===== config.mk =====
export PLATFORM = sky130hd
export DESIGN_NAME = video_timing
export DESIGN_NICKNAME = d
export VERILOG_FILES = /design/src/video_pkg.sv /design/src/video_timing.sv
export VERILOG_INCLUDE_DIRS = /design/src /design/src/src
export SDC_FILE = /design/constraint.sdc
export NUM_CORES = 1
export LEC_CHECK = 0
export ABC_AREA = 1
export BUFFER_PORTS_ARGS = -buffer_cell sky130_fd_sc_hd__buf_2
export CAP_MARGIN = 15
export CORE_ASPECT_RATIO = 1.2
export CORE_MARGIN = 4
export CORE_UTILIZATION = 40
export CTS_CLUSTER_DIAMETER = 120
export CTS_CLUSTER_SIZE = 20
export DETAILED_ROUTE_END_ITERATION = 10
export GPL_ROUTABILITY_DRIVEN = 0
export PLACE_DENSITY = 0.59
export SLEW_MARGIN = 20
export SYNTH_ARGS = -nofsm -noshare
export SYNTH_HDL_FRONTEND = slang
export SYNTH_SLANG_ARGS = --single-unit

===== constraint.sdc =====
create_clock -name clk_display -period 1.4 [get_ports clk_display]
set_clock_uncertainty 0.05 [all_clocks]
set_input_delay 0.07 -clock clk_display [delete_from_list [all_inputs] [get_ports clk_display]]
set_output_delay 0.07 -clock clk_display [all_outputs]
set_load 0.005 [all_outputs]

===== src/video_macros.svh =====
`ifndef VIDEO_MACROS_SVH
`define VIDEO_MACROS_SVH

// Horizontal raster timing in pixel clocks
`define H_ACTIVE 640
`define H_FRONT 16
`define H_SYNC 96
`define H_BACK 48

// Vertical raster timing in lines
`define V_ACTIVE 480
`define V_FRONT 10
`define V_SYNC 2
`define V_BACK 33

// Both syncs are active low
`define SYNC_ACTIVE_LEVEL 1'b0

// Frame buffer geometry and the upscale factor as a shift
`define FB_WIDTH 160
`define FB_HEIGHT 120
`define FB_DEPTH (`FB_WIDTH * `FB_HEIGHT)
`define SCALE_SHIFT 2

// APB register map, byte addresses
`define REG_CTRL 8'h00
`define REG_PIX_ADDR 8'h04
`define REG_PIX_DATA 8'h08
`define REG_FRAME_COUNT 8'h0C

`endif


===== src/video_pkg.sv =====
package video_pkg;

    // Raster counters, wide enough for 800 and 525
    typedef logic [9:0] h_count_t;
    typedef logic [9:0] v_count_t;

    // One VGA colour channel
    typedef logic [3:0] chan_t;

    // Registered output of the timing generator
    typedef struct packed {
        logic     hsync;
        logic     vsync;
        logic     active;
        // One cycle pulse on the first line of vertical blanking
        logic     frame_start;
        h_count_t x;
        v_count_t y;
    } timing_t;

endpackage


===== src/video_timing.sv =====
`timescale 1ns/1ps

`include "video_macros.svh"

module video_timing (
    input  logic               clk_display,
    input  logic               rstn_display,
    output video_pkg::timing_t timing
);
    import video_pkg::*;

    localparam int H_TOTAL      = `H_ACTIVE + `H_FRONT + `H_SYNC + `H_BACK;
    localparam int V_TOTAL      = `V_ACTIVE + `V_FRONT + `V_SYNC + `V_BACK;
    localparam int H_SYNC_START = `H_ACTIVE + `H_FRONT;
    localparam int H_SYNC_END   = H_SYNC_START + `H_SYNC;
    localparam int V_SYNC_START = `V_ACTIVE + `V_FRONT;
    localparam int V_SYNC_END   = V_SYNC_START + `V_SYNC;

    h_count_t h_count;
    v_count_t v_count;

    logic h_in_sync;
    logic v_in_sync;
    logic in_active;
    logic at_frame_start;

    //////////////////////////////////////////////////////////////////////
    // Raster counters
    //////////////////////////////////////////////////////////////////////

    always_ff @(posedge clk_display or negedge rstn_display) begin
        if (!rstn_display) begin
            h_count <= '0;
            v_count <= '0;
        end else if (h_count == h_count_t'(H_TOTAL - 1)) begin
            h_count <= '0;
            if (v_count == v_count_t'(V_TOTAL - 1)) begin
                v_count <= '0;
            end else begin
                v_count <= v_count + 1'b1;
            end
        end else begin
            h_count <= h_count + 1'b1;
        end
    end

    // Decode from the current count, registered below
    always_comb begin
        h_in_sync = (h_count >= h_count_t'(H_SYNC_START)) && (h_count < h_count_t'(H_SYNC_END));
        v_in_sync = (v_count >= v_count_t'(V_SYNC_START)) && (v_count < v_count_t'(V_SYNC_END));
        in_active = (h_count < h_count_t'(`H_ACTIVE)) && (v_count < v_count_t'(`V_ACTIVE));
        // First pixel of the first blank line
        at_frame_start = (h_count == '0) && (v_count == v_count_t'(`V_ACTIVE));
    end

    always_ff @(posedge clk_display or negedge rstn_display) begin
        if (!rstn_display) begin
            timing.hsync       <= ~`SYNC_ACTIVE_LEVEL;
            timing.vsync       <= ~`SYNC_ACTIVE_LEVEL;
            timing.active      <= 1'b0;
            timing.frame_start <= 1'b0;
            timing.x           <= '0;
            timing.y           <= '0;
        end else begin
            timing.hsync       <= h_in_sync ? `SYNC_ACTIVE_LEVEL : ~`SYNC_ACTIVE_LEVEL;
            timing.vsync       <= v_in_sync ? `SYNC_ACTIVE_LEVEL : ~`SYNC_ACTIVE_LEVEL;
            timing.active      <= in_active;
            timing.frame_start <= at_frame_start;
            timing.x           <= h_count;
            timing.y           <= v_count;
        end
    end

    // Horizontal sync pulse lies entirely inside blanking
    hsync_outside_active: assert property (
        @(posedge clk_display) disable iff (!rstn_display)
        timing.active |-> (timing.hsync != `SYNC_ACTIVE_LEVEL)
    ) else $error("hsync asserted during active video");

endmodule


## After elaboration in Yosys (flattened, before gate mapping)

Cells that the tools add are included.

- Word-level logic and storage cells: 28
- Bits of input ports: 2
- Output and inout port bits: 24
- Bits in registers: 44

- Eq/ne operators: 3
- Reductions and logical operators: 5
- Mux-type cells: 4
- Magnitude comparators: 6
- $add $sub $neg: 2

Operators by type and width:

| operator | count |
|---|---|
| adder 10 x 1 -> 10 bit (second input constant) | 2 |
| equality test 10 bit (second input constant) | 2 |
| < comparator 10 bit (second input constant) | 2 |
| < comparator 10 x 9 -> 1 bit (second input constant) | 2 |
| 2-to-1 mux 10 bit | 2 |
| equality test 10 x 9 -> 1 bit (second input constant) | 1 |
| >= comparator 10 bit (second input constant) | 1 |
| >= comparator 10 x 9 -> 1 bit (second input constant) | 1 |
| logical NOT 10 bit | 1 |
| logical AND 1 bit | 4 |
| 2-to-1 mux 1 bit | 2 |

## Depth between registers and ports, before layout

- Depth in word-level cells: 3
- Depth in mapped cells: 9
- Gate-level depth less buffers: 8

## Least setup slack after synthesis

No wires, ideal clock.

- Kind: register -> register
- Start point: reg h_count[0]
- End point: reg v_count[6]
- Buffers on the path: 1
- Setup time: 0.125 ns
- Cell stages (with the launch flop): 9
- Arrival time: 1.275 ns
- Setup slack: -0.050 ns
- Data required time: 1.225 ns
- Clock period less this slack: 1.450 ns
- Path through: dfrtp_1 > ha_1 > nand2_2 > nor2_2 > nand2_2 > nor2_4 > buf_6 > nand2_2 > xnor2_2

- Word-level cells in the longest chain between the ends: 1

Ends and longest elaborated chain:

| what | line | source |
|---|---|---|
| from (decl) | video_timing.sv:19 | `h_count_t h_count;` |
| from (signal assigned) | video_timing.sv:43 | `h_count <= h_count + 1'b1;` |
| equality test 10 bit | video_timing.sv:35 | `end else if (h_count == h_count_t'(H_TOTAL - 1)) begin` |
| to (signal assigned) | video_timing.sv:40 | `v_count <= v_count + 1'b1;` |
| to (decl) | video_timing.sv:20 | `v_count_t v_count;` |

Every way passes these cells.
A chain may end at the register's enable or synchronous reset.

## Worst setup path after layout

Same ends and word-level chain as after synthesis.

==> impl_metrics.ini <==
[logic_synthesis]
yosysWarnings = 0
synth_edf_count = 0
synth_ff_type = dfrtp_1
ys_types = 23
ys_seq_area_frac = 0.604
postSynthCellCount = 189
ys_async_sr_fraction = 1.00
synth_seq_cells = 44
syn_area_mm2 = 0.00183
synth_nets = 196
avgSynthCellArea_um2 = 9.67

[die]
rows = 26
chipWidth_um = 69.7
die_y_um = 82.1
io_pins = 26
coreArea_mm2 = 0.00433
initial_core_util = 0.422
die_area_mm2 = 0.00572

[sta]
maxSlewViolCount = 0
period_share = 0.992
setup_ws_ns = 0.0115
setup_viol = 0
worst_pin_slew_ns = 0.406
worst_hold_slack_ns = 0.193
slew_headroom = 0.729
fmax_ghz = 0.720
rsz0062_at_grt = true
fin_crit_ns = 1.39
hold_viol = 0

[power_and_ir_drop]
power_density_mw_per_mm2 = 901
max-vdd-ir-drop_v = 0.000441
power_leakage_uw = 0.00122

[clocking]
cts_tree = yes
path_clk_slew_ns = 0.08
cts_sinks = 44
numCtsBuffers = 5
cts_root_buf = clkbuf_8
clock_path_buffers = 2
h-tree-depth = 2
clock_latency_ns = 0.29

[worst_setup_path]
r2r_slack_ns = 0.01
cp_max_fo = 7
rr_startpoint = h_count[0]$_DFF_PN0_
end_kind = register
cp-start-kind = register
crit_type = register to register
reg2regPathDepth = 8
cp_data_required_time_ns = 1.53
r2r-end = v_count[6]$_DFFE_PN0N_
worstPathArrival_ns = 1.52

[global_routing]
grt_overflow = 0
grt_pass1_wl_mm = 6.52
grt_pass1_vias = 1364
track_usage = 0.149
antenna_found_initial = 0
grt_max_degree = 29

[placed_design]
hpwl_mm = 2.84
dp_slack_ns = -0.0595
numPortBuffers = 25
placed_area_mm2 = 0.00220

[drt]
routedWlPerCell_um = 12.5
wl_mm = 3.75
avgViaCountPerCell = 4.66
dr.first_iter.drc_count = 101
vias = 1397
ant_nets = 0
drc = 0
first_pass_iters = 4

[layout]
final_nets = 250
final_cell_mix = dfrtp_1, nand2_1, inv_1, buf_2, nor2_1
design_area_mm2 = 0.00233
drive_gt1_frac = 0.266
antennaDiodeCount = 0
final_common_cell = dfrtp_1
area_delta_synth_final_pct = 27.4

[worst_hold_path]
min_path_type = input port to asynchronous set/reset pin

[run]
cap_viol_max_count = 0

[run_status]
status = finished, final reports clean
-- logic make-up after synthesis --
family | count (synthesis) | share of synthesized area
and+or+nand+nor | 92 | 0.225
xor gates and xnor gates | 7 | 0.0376
DFF | 44 | 0.604
buffers and inverters | 28 | 0.0637
adders and majority gates | 5 | 0.0342
AOI/OAI and AO/OA | 13 | 0.0356
-- flip-flops by register name, summed over array words and instances, names as in the netlist --
register  count
timing       24
h_count      10
v_count      10
-- how the worst max path moves through the flow --
| stage | start | end | slack [ns] | cells past startpoint |
|---|---|---|---|---|
| after global routing | h_count[0]$_DFF_PN0_ | v_count[6]$_DFFE_PN0N_ | -0.07 | 8 |
| after floorplan | h_count[0]$_DFF_PN0_ | v_count[6]$_DFFE_PN0N_ | -0.04 | 8 |
| after global placement | h_count[1]$_DFF_PN0_ | v_count[6]$_DFFE_PN0N_ | -0.03 | 8 |
| after CTS | h_count[0]$_DFF_PN0_ | v_count[6]$_DFFE_PN0N_ | -0.06 | 8 |
| final | h_count[0]$_DFF_PN0_ | v_count[6]$_DFFE_PN0N_ | 0.01 | 8 |
| after detailed placement | h_count[1]$_DFF_PN0_ | v_count[6]$_DFFE_PN0N_ | -0.06 | 8 |
-- area by class of cell --
class                   count  area (µm²)
repair buffers             49         328
inverters                  26        97.6
multi-input cells         117         641
flip-flops and latches     44        1100
well taps                  56        70.1
clock buffers               8        90.1
fillers                   391        2000
-- worst max-delay path, cell delays in order (launching register included) --
cell     delay (ns)
dfrtp_1        0.39
ha_4           0.17
nand2_4        0.05
nor2_4         0.09
nand2_2        0.07
nor2_4         0.14
buf_6          0.15
nand2_4        0.05
xnor2_2        0.12
-- power breakdown --
group	total (µW)	internal, µW	switching (µW)
Combinational	33.1	8.40	24.7
Clock	797	402	394
Sequential	1270	1270	0
-- through the flow --
stage	util	power (µW)	std cells	setup TNS, ns
2_1_floorplan	-	1300	189	-0.0455
3_3_place_gp	0.508	1330	291	-0.0299
3_5_place_dp	0.508	1330	291	-0.111
4_1_cts	0.533	2130	300	-0.289
5_1_grt	0.538	2180	300	-0.531
6_report	0.538	2100	300	0
-- timing repair --
item	CTS	global route
endpoints found under the hold margin	42	0
resized for setup	4	4
hold buffers	1	0
setup endpoints to repair	11	17
setup buffers	0	0
pin swaps	4	2
-- cell usage after synthesis (all sizes together), types with 5 or more instances --
library cell / instances / area, µm²
dfrtp: 42 / 1050
nand2: 36 / 143
ha: 5 / 62.6
xor2: 5 / 43.8
nor2: 26 / 108
inv: 26 / 97.6
nor3: 5 / 25.0
nand3: 16 / 80.1
o21ai: 12 / 60.1
nand4: 6 / 37.5
-- per-layer routing --
layer	part of all wire	routed length (µm)	track usage	up-vias
met5	0	0	0	-
met4	0.015	57	0.0575	0
met3	0.046	173	0.0367	7
met2	0.51	1930	0.261	26
met1	0.43	1600	0.178	654
li1	-	-	-	710
No activity file was read; power rests on OpenSTA's default activity.
