## config.mk

```make
export PLATFORM = sky130hd
export DESIGN_NAME = pixel_scanout
export DESIGN_NICKNAME = d
export VERILOG_FILES = /design/src/video_pkg.sv /design/src/buffer_pkg.sv /design/src/pixel_scanout.sv
export VERILOG_INCLUDE_DIRS = /design/src /design/src/src
export SDC_FILE = /design/constraint.sdc
export NUM_CORES = 1
export LEC_CHECK = 0
export BUFFER_PORTS_ARGS = -buffer_cell sky130_fd_sc_hd__clkbuf_2
export CORE_MARGIN = 1
export CORE_UTILIZATION = 40
export CTS_BUF_LIST = sky130_fd_sc_hd__clkbuf_8
export DETAILED_ROUTE_END_ITERATION = 10
export PLACE_DENSITY = 0.77
export SLEW_MARGIN = 40
export SYNTH_ARGS = -nofsm -noshare
export SYNTH_HDL_FRONTEND = slang
export SYNTH_SLANG_ARGS = --single-unit
export TNS_END_PERCENT = 50
```

## constraint.sdc

```tcl
create_clock -name clk_display -period 3.4 [get_ports clk_display]
set_clock_uncertainty 0.2 [all_clocks]
set_input_delay 0.68 -clock clk_display [delete_from_list [all_inputs] [get_ports clk_display]]
set_output_delay 0.68 -clock clk_display [all_outputs]
set_load 0.02 [all_outputs]
```

## src/video_macros.svh

```systemverilog
`ifndef VIDEO_MACROS_SVH
`define VIDEO_MACROS_SVH

// Horizontal raster timing in pixel clocks
`define H_ACTIVE 640
`define H_FRONT 16
`define H_SYNC 96
`define H_BACK 48

// Vertical raster timing in lines
`define V_ACTIVE 480
`define V_FRONT 10
`define V_SYNC 2
`define V_BACK 33

// Both syncs are active low
`define SYNC_ACTIVE_LEVEL 1'b0

// Frame buffer geometry and the upscale factor as a shift
`define FB_WIDTH 160
`define FB_HEIGHT 120
`define FB_DEPTH (`FB_WIDTH * `FB_HEIGHT)
`define SCALE_SHIFT 2

// APB register map, byte addresses
`define REG_CTRL 8'h00
`define REG_PIX_ADDR 8'h04
`define REG_PIX_DATA 8'h08
`define REG_FRAME_COUNT 8'h0C

`endif

```

## src/video_pkg.sv

```systemverilog
package video_pkg;

    // Raster counters, wide enough for 800 and 525
    typedef logic [9:0] h_count_t;
    typedef logic [9:0] v_count_t;

    // One VGA colour channel
    typedef logic [3:0] chan_t;

    // Registered output of the timing generator
    typedef struct packed {
        logic     hsync;
        logic     vsync;
        logic     active;
        // One cycle pulse on the first line of vertical blanking
        logic     frame_start;
        h_count_t x;
        v_count_t y;
    } timing_t;

endpackage

```

## src/buffer_pkg.sv

```systemverilog
package buffer_pkg;

    // Pixel index into one 160x120 buffer
    typedef logic [14:0] fb_addr_t;

    // 4:4:4 colour, red in [11:8], green in [7:4], blue in [3:0]
    typedef logic [11:0] pixel_t;

    typedef struct packed {
        logic     en;
        fb_addr_t addr;
        pixel_t   data;
    } fb_write_t;

    typedef logic [7:0]  apb_addr_t;
    typedef logic [31:0] apb_data_t;

    typedef struct packed {
        logic      psel;
        logic      penable;
        logic      pwrite;
        apb_addr_t paddr;
        apb_data_t pwdata;
    } apb_req_t;

    typedef struct packed {
        apb_data_t prdata;
        logic      pready;
        logic      pslverr;
    } apb_rsp_t;

endpackage

```

## src/pixel_scanout.sv

```systemverilog
`timescale 1ns/1ps

`include "video_macros.svh"

module pixel_scanout (
    input  logic                 clk_display,
    input  logic                 rstn_display,
    input  video_pkg::timing_t   timing,
    output buffer_pkg::fb_addr_t read_addr,
    input  buffer_pkg::pixel_t   read_data,
    output logic                 vga_hsync,
    output logic                 vga_vsync,
    output logic                 vga_de,
    output video_pkg::chan_t     vga_red,
    output video_pkg::chan_t     vga_green,
    output video_pkg::chan_t     vga_blue
);
    import video_pkg::*;
    import buffer_pkg::*;

    fb_addr_t src_row;
    fb_addr_t src_col;

    // Flags delayed to line up with the RAM data
    logic hsync_d;
    logic vsync_d;
    logic de_d;

    // Each source pixel covers a 4x4 block of screen pixels
    always_comb begin
        src_row = fb_addr_t'(timing.y >> `SCALE_SHIFT);
        src_col = fb_addr_t'(timing.x >> `SCALE_SHIFT);
        // Park at 0 in blanking, the raster runs past the image
        if (timing.active) begin
            read_addr = src_row * fb_addr_t'(`FB_WIDTH) + src_col;
        end else begin
            read_addr = '0;
        end
    end

    always_ff @(posedge clk_display or negedge rstn_display) begin
        if (!rstn_display) begin
            hsync_d <= ~`SYNC_ACTIVE_LEVEL;
            vsync_d <= ~`SYNC_ACTIVE_LEVEL;
            de_d    <= 1'b0;
        end else begin
            hsync_d <= timing.hsync;
            vsync_d <= timing.vsync;
            de_d    <= timing.active;
        end
    end

    always_ff @(posedge clk_display or negedge rstn_display) begin
        if (!rstn_display) begin
            vga_hsync <= ~`SYNC_ACTIVE_LEVEL;
            vga_vsync <= ~`SYNC_ACTIVE_LEVEL;
            vga_de    <= 1'b0;
            vga_red   <= '0;
            vga_green <= '0;
            vga_blue  <= '0;
        end else begin
            vga_hsync <= hsync_d;
            vga_vsync <= vsync_d;
            vga_de    <= de_d;
            vga_red   <= de_d ? chan_t'(read_data[11:8]) : '0;
            vga_green <= de_d ? chan_t'(read_data[7:4]) : '0;
            vga_blue  <= de_d ? chan_t'(read_data[3:0]) : '0;
        end
    end

endmodule

```

# After elaboration in Yosys (flattened, before gate mapping)
# Index checks and enable logic that the tools add are counted.
dict set report word_totals {
  out_inout_bits 30
  regBits 18
  in_bits 38
}
dict set report op_classes {
  multipliers 1
  muxes 4
  n_addsub 1
}
# cell count
set op_table {}
lappend op_table {{15-bit by 8-bit adder with 15-bit output} 1}
lappend op_table {{15-bit 2-to-1 mux} 1}
lappend op_table {{4-bit 2-to-1 mux} 3}
lappend op_table {{8-bit by 3-bit multiplier with 10-bit output, second input constant} 1}

# Logic depth before layout (Yosys ltp)
dict set report logic_depth {
  ltp_word 3
  depth_mapped 9
  depth_no_buf 9
}

# Worst setup path after synthesis
# Ideal clock, no wire load.
dict set report synth_timing {
  path_kind {in2out}
  from {in timing[3] in the netlist's numbering}
  to {out read_addr[13]}
  required_time_ns 2.520
  arrival_time_ns 2.883
  slack_ns -0.363
  n_path_buf 0
  cell_stages 9
  cell_sequence {ha_1 -> ha_1 -> inv_1 -> fa_1 -> nor2b_1 -> o22ai_1 -> xor2_1 -> or4_1 -> a21oi_1}
}
dict set report synth_between {
  elab_chain_cells 3
}
# item line
set synth_lines {}
lappend synth_lines {{start: declaration} pixel_scanout.sv:8} ;# input video_pkg::timing_t timing,
lappend synth_lines {{8-bit by 3-bit multiplier with 10-bit output} pixel_scanout.sv:35} ;# read_addr = src_row * fb_addr_t'(`FB_WIDTH) + src_col;
lappend synth_lines {{15-bit by 8-bit adder with 15-bit output} pixel_scanout.sv:35}
lappend synth_lines {{15-bit 2-to-1 mux} pixel_scanout.sv:34} ;# if (timing.active) begin
lappend synth_lines {{end: declaration} pixel_scanout.sv:9} ;# output buffer_pkg::fb_addr_t read_addr,
# No other way between the ends.

# Worst setup path after layout
dict set report layout_timing {
  from {in timing[5] in the netlist's numbering}
  to {out read_addr[13]}
}
# Same word-level chain as after synthesis.

==> metrics.md <==
| Metric | Value |
|---|---|
| Crit path cell chain | buf_8, ha_4, ha_4, inv_2, fa_2, xnor2_2, o211a_1, nand2_1, buf_4, o31ai_1, buf_4, a21oi_4, buf_8 |
| CTS H-tree lvls | 1 |
| Post-synth cell types | 36 |
| # IOs | 68 |
| Sw power | 0.000275 W |
| First drt pass iteration count | 7 |
| Initial Util | a little over two fifths |
| Final Hold Viols | 0 |
| CTS Buffer Depth | 2 |
| Total Power | slightly below 0.0008 W |
| Clock transition at path regs | around 0.07 ns |
| Nets@finish | ~270 |
| Slowest CP cell | fa_2 |
| WS Path Type | input pin to primary output |
| CP max FO | 3 |
| Part of the Yosys area used for sequential elements | 36.7% |
| Post-route setup TNS | -0.678 ns |
| Clock network power share | 22.3% |
| WP data arrival | about 2.9 ns |
| GRT overflow | 0 |
| Diode count | 0 |
| Synth warnings | 0 |
| Die Span Y | approximately 58 µm |
| Internal | 0.000519 W |
| TritonCTS clock tree | built |
| Power Dens Cells | 386 nW/µm² |
| Final WS setup | -0.329 ns |
| DR DRC count | 3 |
| Delay-heaviest family, CP | adder cells |
| Placed Instances | between 200 and 250 |
| Gp weighted congestion | ~0.80 |
| Largest net degree at the start of global routing | 19 |
| Post-synthesis cell area | 1240 µm² |
| CP max stage delay | between 0.3 and 0.4 ns |
| Post-synth top area cell | dfrtp_1 |
| Share of cells above drive strength 1 | a little under three fifths |
| Logic pwr share | approximately half |
| Final non-filler cell total | approximately 240 |
| #FFs+latches synth | 18 |
| Max cap viols | 0 |
| HPWL after detailed placement | between 2000 and 3000 µm |
| Worst slew pin tran | around 0.44 ns |
| Buf/Inv on CP | 5 |
| Die W | roughly 58 µm |
| Data required time of the worst path | between 2 and 3 ns |
| Headroom to the max-slew limit | a little over two thirds |
| FP Rows | 19 |
| CORE AREA | roughly 2900 µm² |
| Status | finished with violations |
| Final cycle utilization of the critical path | 110% |
| LEAKAGE | between 1 and 1.5 nW |
| Post-Synthesis Cells | ~120 |
| Area contributors post-synth | dfrtp_1 28%, ha_1 15%, and2_1 11% |
| Reg power frac | slightly below 30% |
| DR iter-0 viols | 55 |
| # setup viols final | 4 |
| CTS Root Buffer Type | clkbuf_8 |
| Worst setup EP type | primary output |
| Min Tclk post-route | between 3 and 4 ns |
| Worst VDD drop | between 0.00015 and 0.0002 V |
| Slew Viols, Final | 0 |
| Inserted Clock Buffers | 3 |
| Failing checks | DRC, setup timing |
| Number of global-route vias before repair | ~1300 |
| WL/cell | between 15 and 20 µm |
| Avg Cell Area, Syn | between 10 and 15 µm² |
| Top-area cell type share of the netlist area | 28.3% |
| Routed wire length | 3860 µm |
| Syn_nets | roughly 180 |
| Initial antenna violation count | 0 |
| IO Port Bufs | 62 |
| Fmax | between 200 and 300 MHz |
| DR vias | around 1300 |
| Syn-to-layout area delta | 65.9% |
| Overall Global Routing Usage | 21.1% |
| Filler cell count | 204 |
| Seq. cell area | roughly 460 µm² |
| RSZ-0062 raised after global routing | yes |
| Final ANT Viol Nets | 0 |
| First-pass GRT wire length | approximately 5500 µm |
| Crit start category | input pin |
| Switching share of total power | 34.6% |
| Vias/cell | 5.20 |
| HP Class | input pin to asynchronous set/reset pin |
| Clock Latency Late Sink | between 0.2 and 0.3 ns |
| Die ar. | around 3300 µm² |
| Area of the multi-input gates | ~930 µm² |
| Clock sinks | 18 |
-- what timing repair did --
action,in CTS,in global routing
resized for setup,12,22
hold buffers,0,0
setup endpoints to repair,4,5
pin swaps,9,8
buffers inserted,1,3
-- area by class of cell --
class,count,share of cell area [%]
Inverter,7,1.28
Clock buffer,4,2.68
Timing Repair Buffer,88,26.7
Multi-Input combinational cell,95,45.3
Tap cell,31,1.89
Sequential cell,18,22.1
-- power groups by stage --
stage | clock (W) | combinational (W) | sequential [W]
finish | 0.000177 | 0.000385 | 0.000231
floorplan | 0 | 0.000173 | 0.000246
global placement | 0 | 0.000305 | 0.000235
detailed placement | 0 | 0.000316 | 0.000236
global route | 0.000188 | 0.000412 | 0.000232
CTS | 0.000175 | 0.000338 | 0.000232
-- metal layers --
metal	up-vias	part of all wire, %	GRT usage [%]
met5	-	0	0
met3	10	3.3	0.670
met2	47	56	42.7
met1	601	39	23.5
li1	606	-	-
met4	0	2.1	7.14
-- cell families (layout without fill, tap and decap cells) --
family | count (synthesis) | in the layout | synth area share, %
fa+ha+maj | 17 | 17 | 18.4
compound gates | 25 | 25 | 16.4
xor+xnor | 8 | 8 | 5.65
flops | 18 | 18 | 36.7
simple gates | 45 | 45 | 20.4
buf+inv | 8 | 99 | 2.42
-- cells in the mapped netlist --
cell       count
a311o_1        2
xnor2_1        6
fa_1           2
and2_1        21
nor2_1         9
o21ai_0        3
a311oi_1       1
a211oi_4       1
or4b_1         1
o21ai_1        2
o2111a_1       1
nand2_1        4
inv_1          7
o22ai_1        1
clkbuf_1       1
a21o_1         2
o21bai_1       1
o31ai_1        1
a21oi_1        2
o211ai_1       1
ha_1          15
o21a_1         2
o211a_1        1
nand3_1        2
o311a_1        1
dfrtp_1       14
and3b_1        1
nor3b_1        1
nor3_1         2
a211oi_1       2
or4_1          1
o2111ai_2      1
or2_1          1
dfstp_2        4
xor2_1         2
nor2b_1        2
-- layout by cell type (no fill, tap or decap), drive strengths merged, types with 3 or more instances in the layout --
cell type  count
buf           31
and2          21
dfstp          4
inv            7
ha            15
clkbuf        61
nand2          4
a211oi         3
o21ai          5
nor2           9
dfrtp         14
xnor2          6
-- through the flow --
step / instance area, µm² / utilization, % / setup WS [ns] / hold slack, ns
floorplan: 1290 / - / -0.0893 / 0.145
global placement: 1800 / 63.1 / -0.357 / 0.146
detailed placement: 1800 / 63.1 / -0.402 / 0.152
CTS: 1940 / 67.9 / -0.290 / 0.160
global route: 2060 / 72.1 / -0.409 / 0.164
finish: 2060 / 72.1 / -0.329 / 0.151
-- sequential cells by signal, summed over array words and instances, names as in the netlist --
name	flops
de_d	1
hsync_d	1
vga_blue	4
vga_de	1
vga_green	4
vga_hsync	1
vga_red	4
vga_vsync	1
vsync_d	1
-- path summary, 6_finish.rpt --
check                                        from                endpoint  slack [ns]  cells past startpoint
worst min-delay path                 rstn_display          de_d$_DFF_PN0_        0.15                      1
worst min register to register  hsync_d$_DFF_PN1_     vga_hsync$_DFF_PN1_        0.16                      0
worst max register to register     de_d$_DFF_PN0_  vga_green[1]$_DFF_PN0_        2.40                      1
max in group asynchronous            rstn_display     vga_vsync$_DFF_PN1_        2.51                      1
worst max-delay path                    timing[5]           read_addr[13]       -0.33                     13
min in group clk_display        hsync_d$_DFF_PN1_     vga_hsync$_DFF_PN1_        0.16                      0
Power figures use the tool's default switching activity.
