<file path="src/video_macros.svh">
`ifndef VIDEO_MACROS_SVH
`define VIDEO_MACROS_SVH

// Horizontal raster timing in pixel clocks
`define H_ACTIVE 640
`define H_FRONT 16
`define H_SYNC 96
`define H_BACK 48

// Vertical raster timing in lines
`define V_ACTIVE 480
`define V_FRONT 10
`define V_SYNC 2
`define V_BACK 33

// Both syncs are active low
`define SYNC_ACTIVE_LEVEL 1'b0

// Frame buffer geometry and the upscale factor as a shift
`define FB_WIDTH 160
`define FB_HEIGHT 120
`define FB_DEPTH (`FB_WIDTH * `FB_HEIGHT)
`define SCALE_SHIFT 2

// APB register map, byte addresses
`define REG_CTRL 8'h00
`define REG_PIX_ADDR 8'h04
`define REG_PIX_DATA 8'h08
`define REG_FRAME_COUNT 8'h0C

`endif

</file>
<file path="src/buffer_pkg.sv">
package buffer_pkg;

    // Pixel index into one 160x120 buffer
    typedef logic [14:0] fb_addr_t;

    // 4:4:4 colour, red in [11:8], green in [7:4], blue in [3:0]
    typedef logic [11:0] pixel_t;

    typedef struct packed {
        logic     en;
        fb_addr_t addr;
        pixel_t   data;
    } fb_write_t;

    typedef logic [7:0]  apb_addr_t;
    typedef logic [31:0] apb_data_t;

    typedef struct packed {
        logic      psel;
        logic      penable;
        logic      pwrite;
        apb_addr_t paddr;
        apb_data_t pwdata;
    } apb_req_t;

    typedef struct packed {
        apb_data_t prdata;
        logic      pready;
        logic      pslverr;
    } apb_rsp_t;

endpackage

</file>
<file path="src/buffer_regs.sv">
`timescale 1ns/1ps

`include "video_macros.svh"

module buffer_regs (
    input  logic                  clk_display,
    input  logic                  rstn_display,
    input  buffer_pkg::apb_req_t  apb_req,
    output buffer_pkg::apb_rsp_t  apb_rsp,
    input  logic                  frame_start,
    input  logic                  front_sel,
    input  logic                  swap_done,
    output logic                  swap_pending,
    output buffer_pkg::fb_write_t host_write
);
    import buffer_pkg::*;

    fb_addr_t    pix_ptr;
    logic [15:0] frame_count;

    logic access;
    logic wr_access;
    logic rd_access;
    logic sel_ctrl;
    logic sel_pix_addr;
    logic sel_pix_data;
    logic sel_frame_count;
    logic mapped;
    logic pix_blocked;
    logic pix_write;

    //////////////////////////////////////////////////////////////////////
    // APB decode, access phase completes in one cycle
    //////////////////////////////////////////////////////////////////////

    always_comb begin
        access          = apb_req.psel && apb_req.penable;
        wr_access       = access && apb_req.pwrite;
        rd_access       = access && !apb_req.pwrite;
        sel_ctrl        = (apb_req.paddr == `REG_CTRL);
        sel_pix_addr    = (apb_req.paddr == `REG_PIX_ADDR);
        sel_pix_data    = (apb_req.paddr == `REG_PIX_DATA);
        sel_frame_count = (apb_req.paddr == `REG_FRAME_COUNT);
        mapped          = sel_ctrl || sel_pix_addr || sel_pix_data || sel_frame_count;
        // Back buffer is frozen while a swap waits for blanking
        pix_blocked     = wr_access && sel_pix_data && swap_pending;
        pix_write       = wr_access && sel_pix_data && !swap_pending;
    end

    always_comb begin
        apb_rsp.pready  = 1'b1;
        apb_rsp.pslverr = (access && !mapped) || pix_blocked;
        apb_rsp.prdata  = '0;
        if (rd_access) begin
            case (apb_req.paddr)
                `REG_CTRL:        apb_rsp.prdata = {30'b0, front_sel, swap_pending};
                `REG_PIX_ADDR:    apb_rsp.prdata = {17'b0, pix_ptr};
                `REG_FRAME_COUNT: apb_rsp.prdata = {16'b0, frame_count};
                default:          apb_rsp.prdata = '0;
            endcase
        end
    end

    // Pixel write goes out in the access cycle itself
    always_comb begin
        host_write.en   = pix_write;
        host_write.addr = pix_ptr;
        host_write.data = pixel_t'(apb_req.pwdata[11:0]);
    end

    //////////////////////////////////////////////////////////////////////
    // Register state
    //////////////////////////////////////////////////////////////////////

    always_ff @(posedge clk_display or negedge rstn_display) begin
        if (!rstn_display) begin
            pix_ptr <= '0;
        end else if (wr_access && sel_pix_addr) begin
            pix_ptr <= fb_addr_t'(apb_req.pwdata[14:0]);
        end else if (pix_write) begin
            if (pix_ptr >= fb_addr_t'(`FB_DEPTH - 1)) begin
                pix_ptr <= '0;
            end else begin
                pix_ptr <= pix_ptr + 1'b1;
            end
        end
    end

    // A new request in the swap cycle keeps the flag set
    always_ff @(posedge clk_display or negedge rstn_display) begin
        if (!rstn_display) begin
            swap_pending <= 1'b0;
        end else if (wr_access && sel_ctrl && apb_req.pwdata[0]) begin
            swap_pending <= 1'b1;
        end else if (swap_done) begin
            swap_pending <= 1'b0;
        end
    end

    always_ff @(posedge clk_display or negedge rstn_display) begin
        if (!rstn_display) begin
            frame_count <= '0;
        end else if (frame_start) begin
            frame_count <= frame_count + 1'b1;
        end
    end

    // Back buffer stays frozen until the pending swap has flipped
    no_write_while_pending: assert property (
        @(posedge clk_display) disable iff (!rstn_display)
        (swap_pending && !swap_done) |=> !host_write.en
    ) else $error("pixel write issued while a swap is pending");

endmodule

</file>
<file path="config.mk">
export PLATFORM = sky130hd
export DESIGN_NAME = buffer_regs
export DESIGN_NICKNAME = d
export VERILOG_FILES = /design/src/buffer_pkg.sv /design/src/buffer_regs.sv
export VERILOG_INCLUDE_DIRS = /design/src /design/src/src
export SDC_FILE = /design/constraint.sdc
export NUM_CORES = 1
export LEC_CHECK = 0
export BUFFER_PORTS_ARGS = -buffer_cell sky130_fd_sc_hd__buf_2
export CAP_MARGIN = 20
export CORE_MARGIN = 4
export CORE_UTILIZATION = 40
export CTS_BUF_LIST = sky130_fd_sc_hd__clkbuf_8
export CTS_CLUSTER_DIAMETER = 120
export DETAILED_ROUTE_END_ITERATION = 10
export GPL_TIMING_DRIVEN = 0
export PLACE_DENSITY = 0.7
export RECOVER_POWER = 50
export SKIP_LAST_GASP = 1
export SLEW_MARGIN = 20
export SYNTH_ARGS = -nofsm -noshare
export SYNTH_HDL_FRONTEND = slang
export SYNTH_SLANG_ARGS = --single-unit
</file>
<file path="constraint.sdc">
create_clock -name clk_display -period 2.7 [get_ports clk_display]
set_input_delay 0.135 -clock clk_display [delete_from_list [all_inputs] [get_ports clk_display]]
set_output_delay 0.135 -clock clk_display [all_outputs]
set_load 0.1 [all_outputs]
</file>
After elaboration in Yosys (flattened, before gate mapping) --
Cells that the tools add are included.
Word-level totals: bits in latches 0, memories 0, logic and storage cells 36, input port bits 48, output and inout port bits 63, bits in writable memories 0, register bits 32, memory bits (read-only) 0
Operators by class: reductions and logical operators 20, multipliers 0, bitwise gates (word level) 0, multiplexer cells 7, shifts and indexed selects 0, magnitude comparators 1, equality and inequality tests 3, div/mod/pow operators 0, $add $sub $neg 2
Operators with widths (count):
- $pmux W16 S3 | 1
- $mux W15 | 3
- $add A16 B1 Y16 const B | 1
- $eq A8 B4 Y1 const B | 2
- $mux W16 | 1
- $add A15 B1 Y15 const B | 1
- $ge A15 B15 Y1 const B | 1
- $logic_and A1 B1 Y1 | 10
- $eq A8 B3 Y1 const B | 1
- $logic_not A8 Y1 | 1
- $logic_or A1 B1 Y1 | 4
- $reduce_bool A2 Y1 | 2
- $logic_not A1 Y1 | 3
- $mux W1 | 2

Longest topological paths before layout --
Gate-level depths: netlist (run 1).
depth in word-level cells 7, depth in mapped cells 8, gate-level depth less buffers 6

Worst setup path after synthesis (run 1) --
Ideal clock, no wire load.
kind input to output, start in apb_req[33] (netlist name), end out apb_rsp[17] (netlist name), buffers on the path 1, data required time 2.565 ns, data arrival time 4.133 ns, cell stages on the path 5, setup slack -1.568 ns, path through or4_4 nor3_1 and3_1 clkbuf_1 nor4bb_1
RTL lines:
- start, declared | line buffer_regs.sv:8 | input buffer_pkg::apb_req_t apb_req,
- end, declared | line buffer_regs.sv:9 | output buffer_pkg::apb_rsp_t apb_rsp,

==> flow_metrics.tcl, run 1 <==
set metrics [dict create \
    status "finished, violations left" \
    violations "capacitance limit, slew limit" \
    cp_num_buf_inv 4 \
    rsz0062_at_grt "true" \
    syn2layout_area_growth_pct 29.7 \
    holdCritPathClass "in -> reg" \
    relSlewSlack_pct -16.5 \
    yosysTopAreaCell "dfrtp_1" \
    ys_ff_latch 32 \
    viasPerCell 5.23 \
    overflow 0 \
    critPathTopFamily "simple AND/OR/NAND/NOR gates" \
    routedWlPerCell_um 14.3 \
    drc 0 \
    drtIter0Drc 173 \
    wl_mm 6.53 \
    synth-main-ff-cell "dfrtp_1" \
    hold_slack_ps 26.3 \
    worstSetupPathType "in -> out" \
    yosysTopAreaCellShare_pct 34.0 \
    synth_edf_count 0 \
    syn_inst 286 \
    nets 435 \
    drtAntennaViolNets 0 \
    coreArea_um2 5610 \
    place_congestion 0.849 \
    synth_most_common_cell "dfrtp_1" \
    max_freq_mhz 402 \
    holdPathStages 2 \
    path_common_cell "clkbuf_1" \
    clock_latency_ps 290 \
    final.period_utilization_pct 92.2 \
    rows 27 \
    setup_slack_ps 210 \
    antenna_cells 0 \
    worst_slew_pin_slew_ps 1750 \
    pre_cts_ws_ps 89.3 \
    finalSetupTns_ps 0 \
    synthTopCellsByCount "dfrtp_1 (32), buf_4 (30), nand2_1 (29)" \
    clk_pin_slew_ps 70 \
    critPathArrivalTime_ps 2360 \
    ys_types 52 \
    maxSlewViolCount 33 \
    place_area_um2 2930 \
    synth_area_leaders "dfrtp_1 (34%), buf_4 (9.6%), a22oi_1 (6.7%), nand2_1 (4.6%), nor2_1 (4.3%)" \
    hpwl_mm 5.07 \
    cts_tree "built" \
    drive_gt1_share_pct 31.9 \
    io_buffer_count 76 \
    ioPinCount 111 \
    grt_max_degree 33 \
    cts-root-buf "clkbuf_8" \
    final_core_util_pct 54.4 \
    grt_use_total_pct 18.8 \
    max_stage_delay_ps 460 \
    power_density_nw_per_um2 474 \
    clk_path_buf_depth 2 \
    syn_area_per_cell_um2 8.23 \
    cp_slowest_cell "nor4_1" \
    antenna_found_initial 0 \
    grt_pass1_vias 2332 \
    skew_ps 4.96 \
    fp.dieH_um 84.7 \
    yosysWarnings 0 \
    initial_utilization_pct 42.0 \
    num_vias 2397 \
    synthArstFlopShare_pct 100 \
    fp.dieArea_um2 7170 \
    worstPathCellList "buf_2, nor4_1, nand2_1, or3_1, clkbuf_1, clkbuf_1, nor2_2, clkbuf_4" \
    final_area_um2 3050 \
    clock-sinks 32 \
    period_needed_ps 2490 \
    crit_cells 8 \
    crit_required_ps 2570 \
    cap_violations 1 \
    cts_setup_buffers 0 \
    ys_seq_area_share_pct 34.0 \
    firstDrtPassIters 5 \
    startpoint_type "primary input" \
    cts-buffers-inserted 5 \
    leakage_uw 0.00140 \
    path_max_fanout 10 \
    die_w_um 84.7 \
    finalSetupViolations 0 \
    cp-end-kind "output pin" \
    ir_worst_vdd_mv 0.350 \
    grt_first_pass_wirelength_mm 11.1 \
    netlist_area_um2 2350 \
    r2r.worst_path.cells 8 \
    cts_max_level 2 \
    report.final.hold_viol_count 0 \
]
[kinds of logic (layout without fill, tap and decap cells)]
kind of cell	Yosys count	in the layout	share of synthesized area [%]
AO/OA/AOI/OAI	49	49	14.6
XOR/XNOR	15	15	5.58
adder cells (fa/ha/maj)	2	2	1.06
buffers and inverters	52	137	13.5
flip-flops	32	32	34.0
multiplexers	3	3	1.33
other	2	17	0.319
AND/OR/NAND/NOR	131	131	29.6
[registers in the layout, summed over array words and instances (netlist names)]
name          cells
frame_count      16
pix_ptr          15
swap_pending      1
[layout make-up]
| cell class | instances | area [um^2] |
|---|---|---|
| Buffer | 48 | 298 |
| Clock buffer | 5 | 68.8 |
| Clock inverter | 3 | 42.5 |
| Fill cell | 553 | 2560 |
| Inverter | 4 | 20.0 |
| Multi-Input combinational cell | 217 | 1340 |
| Sequential cell | 32 | 801 |
| Tap cell | 72 | 90.1 |
| Timing Repair Buffer | 77 | 395 |
[cell usage in the layout (no fill, tap or decap), types with 3 or more instances in the layout]
cell,count
buf_2,54
nor2_2,13
a22oi_1,21
xor2_1,6
a21oi_1,3
conb_1,17
dfrtp_1,32
nand2_1,29
inv_1,3
o21ai_0,8
xnor2_1,9
and3_1,6
clkbuf_8,5
a31oi_1,3
nor3_1,7
clkbuf_1,30
clkbuf_4,10
nor4_1,4
nand4_1,12
nor2b_1,3
or3_1,6
buf_4,30
nand3_1,17
nor2_1,15
[path summary, 6_finish.rpt]
check | slack, ps | startpoint | end
max | 210 | apb_req[33] | apb_rsp[9]
min | 30 | swap_done | swap_pending
max reg2reg | 350 | pix_ptr[10] | pix_ptr[3]
min reg2reg | 500 | frame_count[11] | frame_count[11]
max in group asynchronous | 850 | rstn_display | swap_pending
min in group asynchronous | 840 | rstn_display | frame_count[2]
[timing repair]
item,4_1_cts,5_1_grt
setup endpoints to repair,0,10
resized for setup,0,10
endpoints found under the hold margin,32,0
hold buffers,1,0
[through the flow]
stage / total power (uW) / cells
finish: 1450 / 458
global route: 1520 / 458
CTS: 1460 / 458
detailed placement: 994 / 449
global placement: 986 / 449
floorplan: 912 / 301
[layer usage]
metal / GRT usage [%] / routed length [um] / vias up
li1: - / - / 1180
met1: 24.8 / 2770 / 1109
met2: 31.6 / 3210 / 98
met3: 3.63 / 487 / 10
met4: 4.60 / 59 / 0
met5: 0 / 0 / -
[worst register-to-register path: cells and delay by family (launching register included)]
kind	cells	cell delay (ps)
flip-flops	1	370
buffers and inverters	3	730
AO/OA/AOI/OAI	2	300
AND/OR/NAND/NOR	3	840
[power by group]
part / internal (uW) / switching (uW) / total, uW
Sequential: 532 / 72.9 / 605
Clock: 273 / 189 / 462
Combinational: 110 / 270 / 380
(Power assumes the default switching activity.)
==> inputs of run 2 (changes only) <==
Settings changed: BUFFER_PORTS_ARGS -buffer_cell sky130_fd_sc_hd__buf_2 to -buffer_cell sky130_fd_sc_hd__buf_4.
==> run 2 against run 1 <==
The run still ends with capacitance limit, slew limit left. Final area increased by 3.9%. Hold slack about the same. First-iteration DRC count decreased by 19%. Wire length increased by 3.9%. Clock power about the same. Clock skew increased by 0.81 ps. Flip-flop and latch count unchanged. Critical path type unchanged. Critical endpoint unchanged. Largest power group unchanged. Highest routed layer unchanged.
==> flow_metrics.tcl, run 2 (synthesis gave the netlist of run 1 again) <==
set metrics [dict create \
    final_area_um2 3170 \
    routedWlPerCell_um 14.8 \
    final_cells 458 \
    antenna_cells 0 \
    grt_pass1_vias 2276 \
    place_area_um2 3120 \
    violations "capacitance limit, slew limit" \
    most-common-layout-cells "buf_4 (88), clkbuf_1 (32), dfrtp_1 (32)" \
    final_common_cell "buf_4" \
    skew_ps 5.77 \
    final_core_util_pct 56.5 \
    clk_pin_slew_ps 70 \
    place_congestion 0.843 \
    largest_reg_flops 16 \
    grt_max_degree 33 \
    cap_violations 1 \
    rows 27 \
    cts-root-buf "clkbuf_8" \
    status "finished, violations left" \
    fp.dieArea_um2 7170 \
    grt_first_pass_wirelength_mm 11.2 \
    hpwl_mm 5.11 \
    firstDrtPassIters 4 \
    clock_latency_ps 290 \
    clk_path_buf_depth 2 \
    grt_use_total_pct 19.0 \
    p_seq_share_pct 41.6 \
    holdCritPathClass "in -> reg" \
    worstSetupPathType "in -> out" \
    antenna_found_initial 0 \
    report.final.hold_viol_count 0 \
    cts_setup_buffers 0 \
    startpoint_type "primary input" \
    viasPerCell 5.19 \
    crit_required_ps 2570 \
    critPathArrivalTime_ps 2290 \
    path_max_fanout 10 \
    max_flop_register "frame_count" \
    overflow 0 \
    final.period_utilization_pct 89.8 \
    cts_max_level 2 \
    cp_slowest_cell "or4_4" \
    nets 435 \
    clock-sinks 32 \
    cp-end-kind "output pin" \
    relSlewSlack_pct -17.9 \
    wl_mm 6.78 \
    max_freq_mhz 412 \
    finalSetupViolations 0 \
    cts_tree "built" \
    die_w_um 84.7 \
    switching_share_pct 36.7 \
    drtIter0Drc 140 \
    initial_utilization_pct 42.0 \
    power_density_nw_per_um2 462 \
    placed_cells 449 \
    p_int_uw 927 \
    cts-resized-gates 0 \
    worstPathCellList "buf_4, or4_4, nor3_1, and3b_1, clkbuf_1, a22oi_1, nor2_2, buf_4" \
    cts-buffers-inserted 5 \
    coreArea_um2 5610 \
    top_regs "frame_count x16, pix_ptr x15, swap_pending x1" \
    num_vias 2375 \
    ioPinCount 111 \
    comb_power_share_pct 26.7 \
    drc 0 \
    fp.dieH_um 84.7 \
    cts-hold-fix-buffers 1 \
    syn2layout_area_growth_pct 34.7 \
    path_common_cell "buf_4" \
    io_buffer_count 76 \
    leakage_uw 0.00144 \
    max_stage_delay_ps 520 \
    drtAntennaViolNets 0 \
    ir_worst_vdd_mv 0.339 \
    period_needed_ps 2430 \
    maxSlewViolCount 33 \
    worst_slew_pin_slew_ps 1770 \
    pwr-share-clk_pct 31.7 \
    p_switching_uw 538 \
    drive_gt1_share_pct 31.3 \
    rsz0062_at_grt "false" \
    power_uw 1460 \
    fillers 559 \
]
## run 2: cell count changes in the layout (fill, tap and decap cells not counted), sizes merged
| cell | previous run | this run |
|---|---|---|
| buf | 84 | 92 |
| clkbuf | 45 | 37 |
## run 2: worst max-delay path: cells and delay by family
kind	cells	cell delay [ps]
AO/OA/AOI/OAI	1	170
buffers and inverters	3	800
AND/OR/NAND/NOR	4	1170
## run 2: power by group through the flow
stage          Combinational (uW)  Sequential (uW)  Clock, uW
3_3_place_gp                  396              611          0
4_1_cts                       404              607        476
6_report                      392              609        464
2_1_floorplan                 304              608          0
3_5_place_dp                  403              613          0
5_1_grt                       417              616        501
## run 2: per-stage QoR
stage	hold WS [ps]	TNS, ps	setup slack [ps]
2_1_floorplan	-161	-45.3	-45.3
3_3_place_gp	95.8	0	278
3_5_place_dp	105	0	264
4_1_cts	18.1	0	256
5_1_grt	32.4	0	15.1
6_report	25.9	0	275
## run 2: final timing paths
kind | startpoint | to | slack (ps) | cells past startpoint
max | apb_req[33] | apb_rsp[9] | 270 | 8
min | swap_done | swap_pending | 30 | 2
max reg2reg | pix_ptr[10] | pix_ptr[3] | 370 | 8
min reg2reg | frame_count[11] | frame_count[11] | 500 | 1
max in group asynchronous | rstn_display | pix_ptr[1] | 820 | 2
min in group asynchronous | rstn_display | frame_count[3] | 860 | 2
## run 2: area by class of cell
class / instances / area (um^2) / share of cell area, %
multi-input cells: 217 / 1340 / 42.2
repair buffers: 77 / 513 / 16.2
clock inverters: 3 / 42.5 / 1.34
well taps: 72 / 90.1 / 2.84
flip-flops and latches: 32 / 801 / 25.3
plain buffers: 48 / 298 / 9.40
inverters: 4 / 20.0 / 0.632
clock buffers: 5 / 68.8 / 2.17
## run 2: routing by layer
layer  global-route usage [%]  vias to the layer above  share of wire [%]
met1                     24.8                     1104                 43
met3                     4.02                        7                6.5
met5                        0                        -                  0
li1                         -                     1179                  -
met4                     4.03                        0                1.1
met2                     32.2                       85                 49
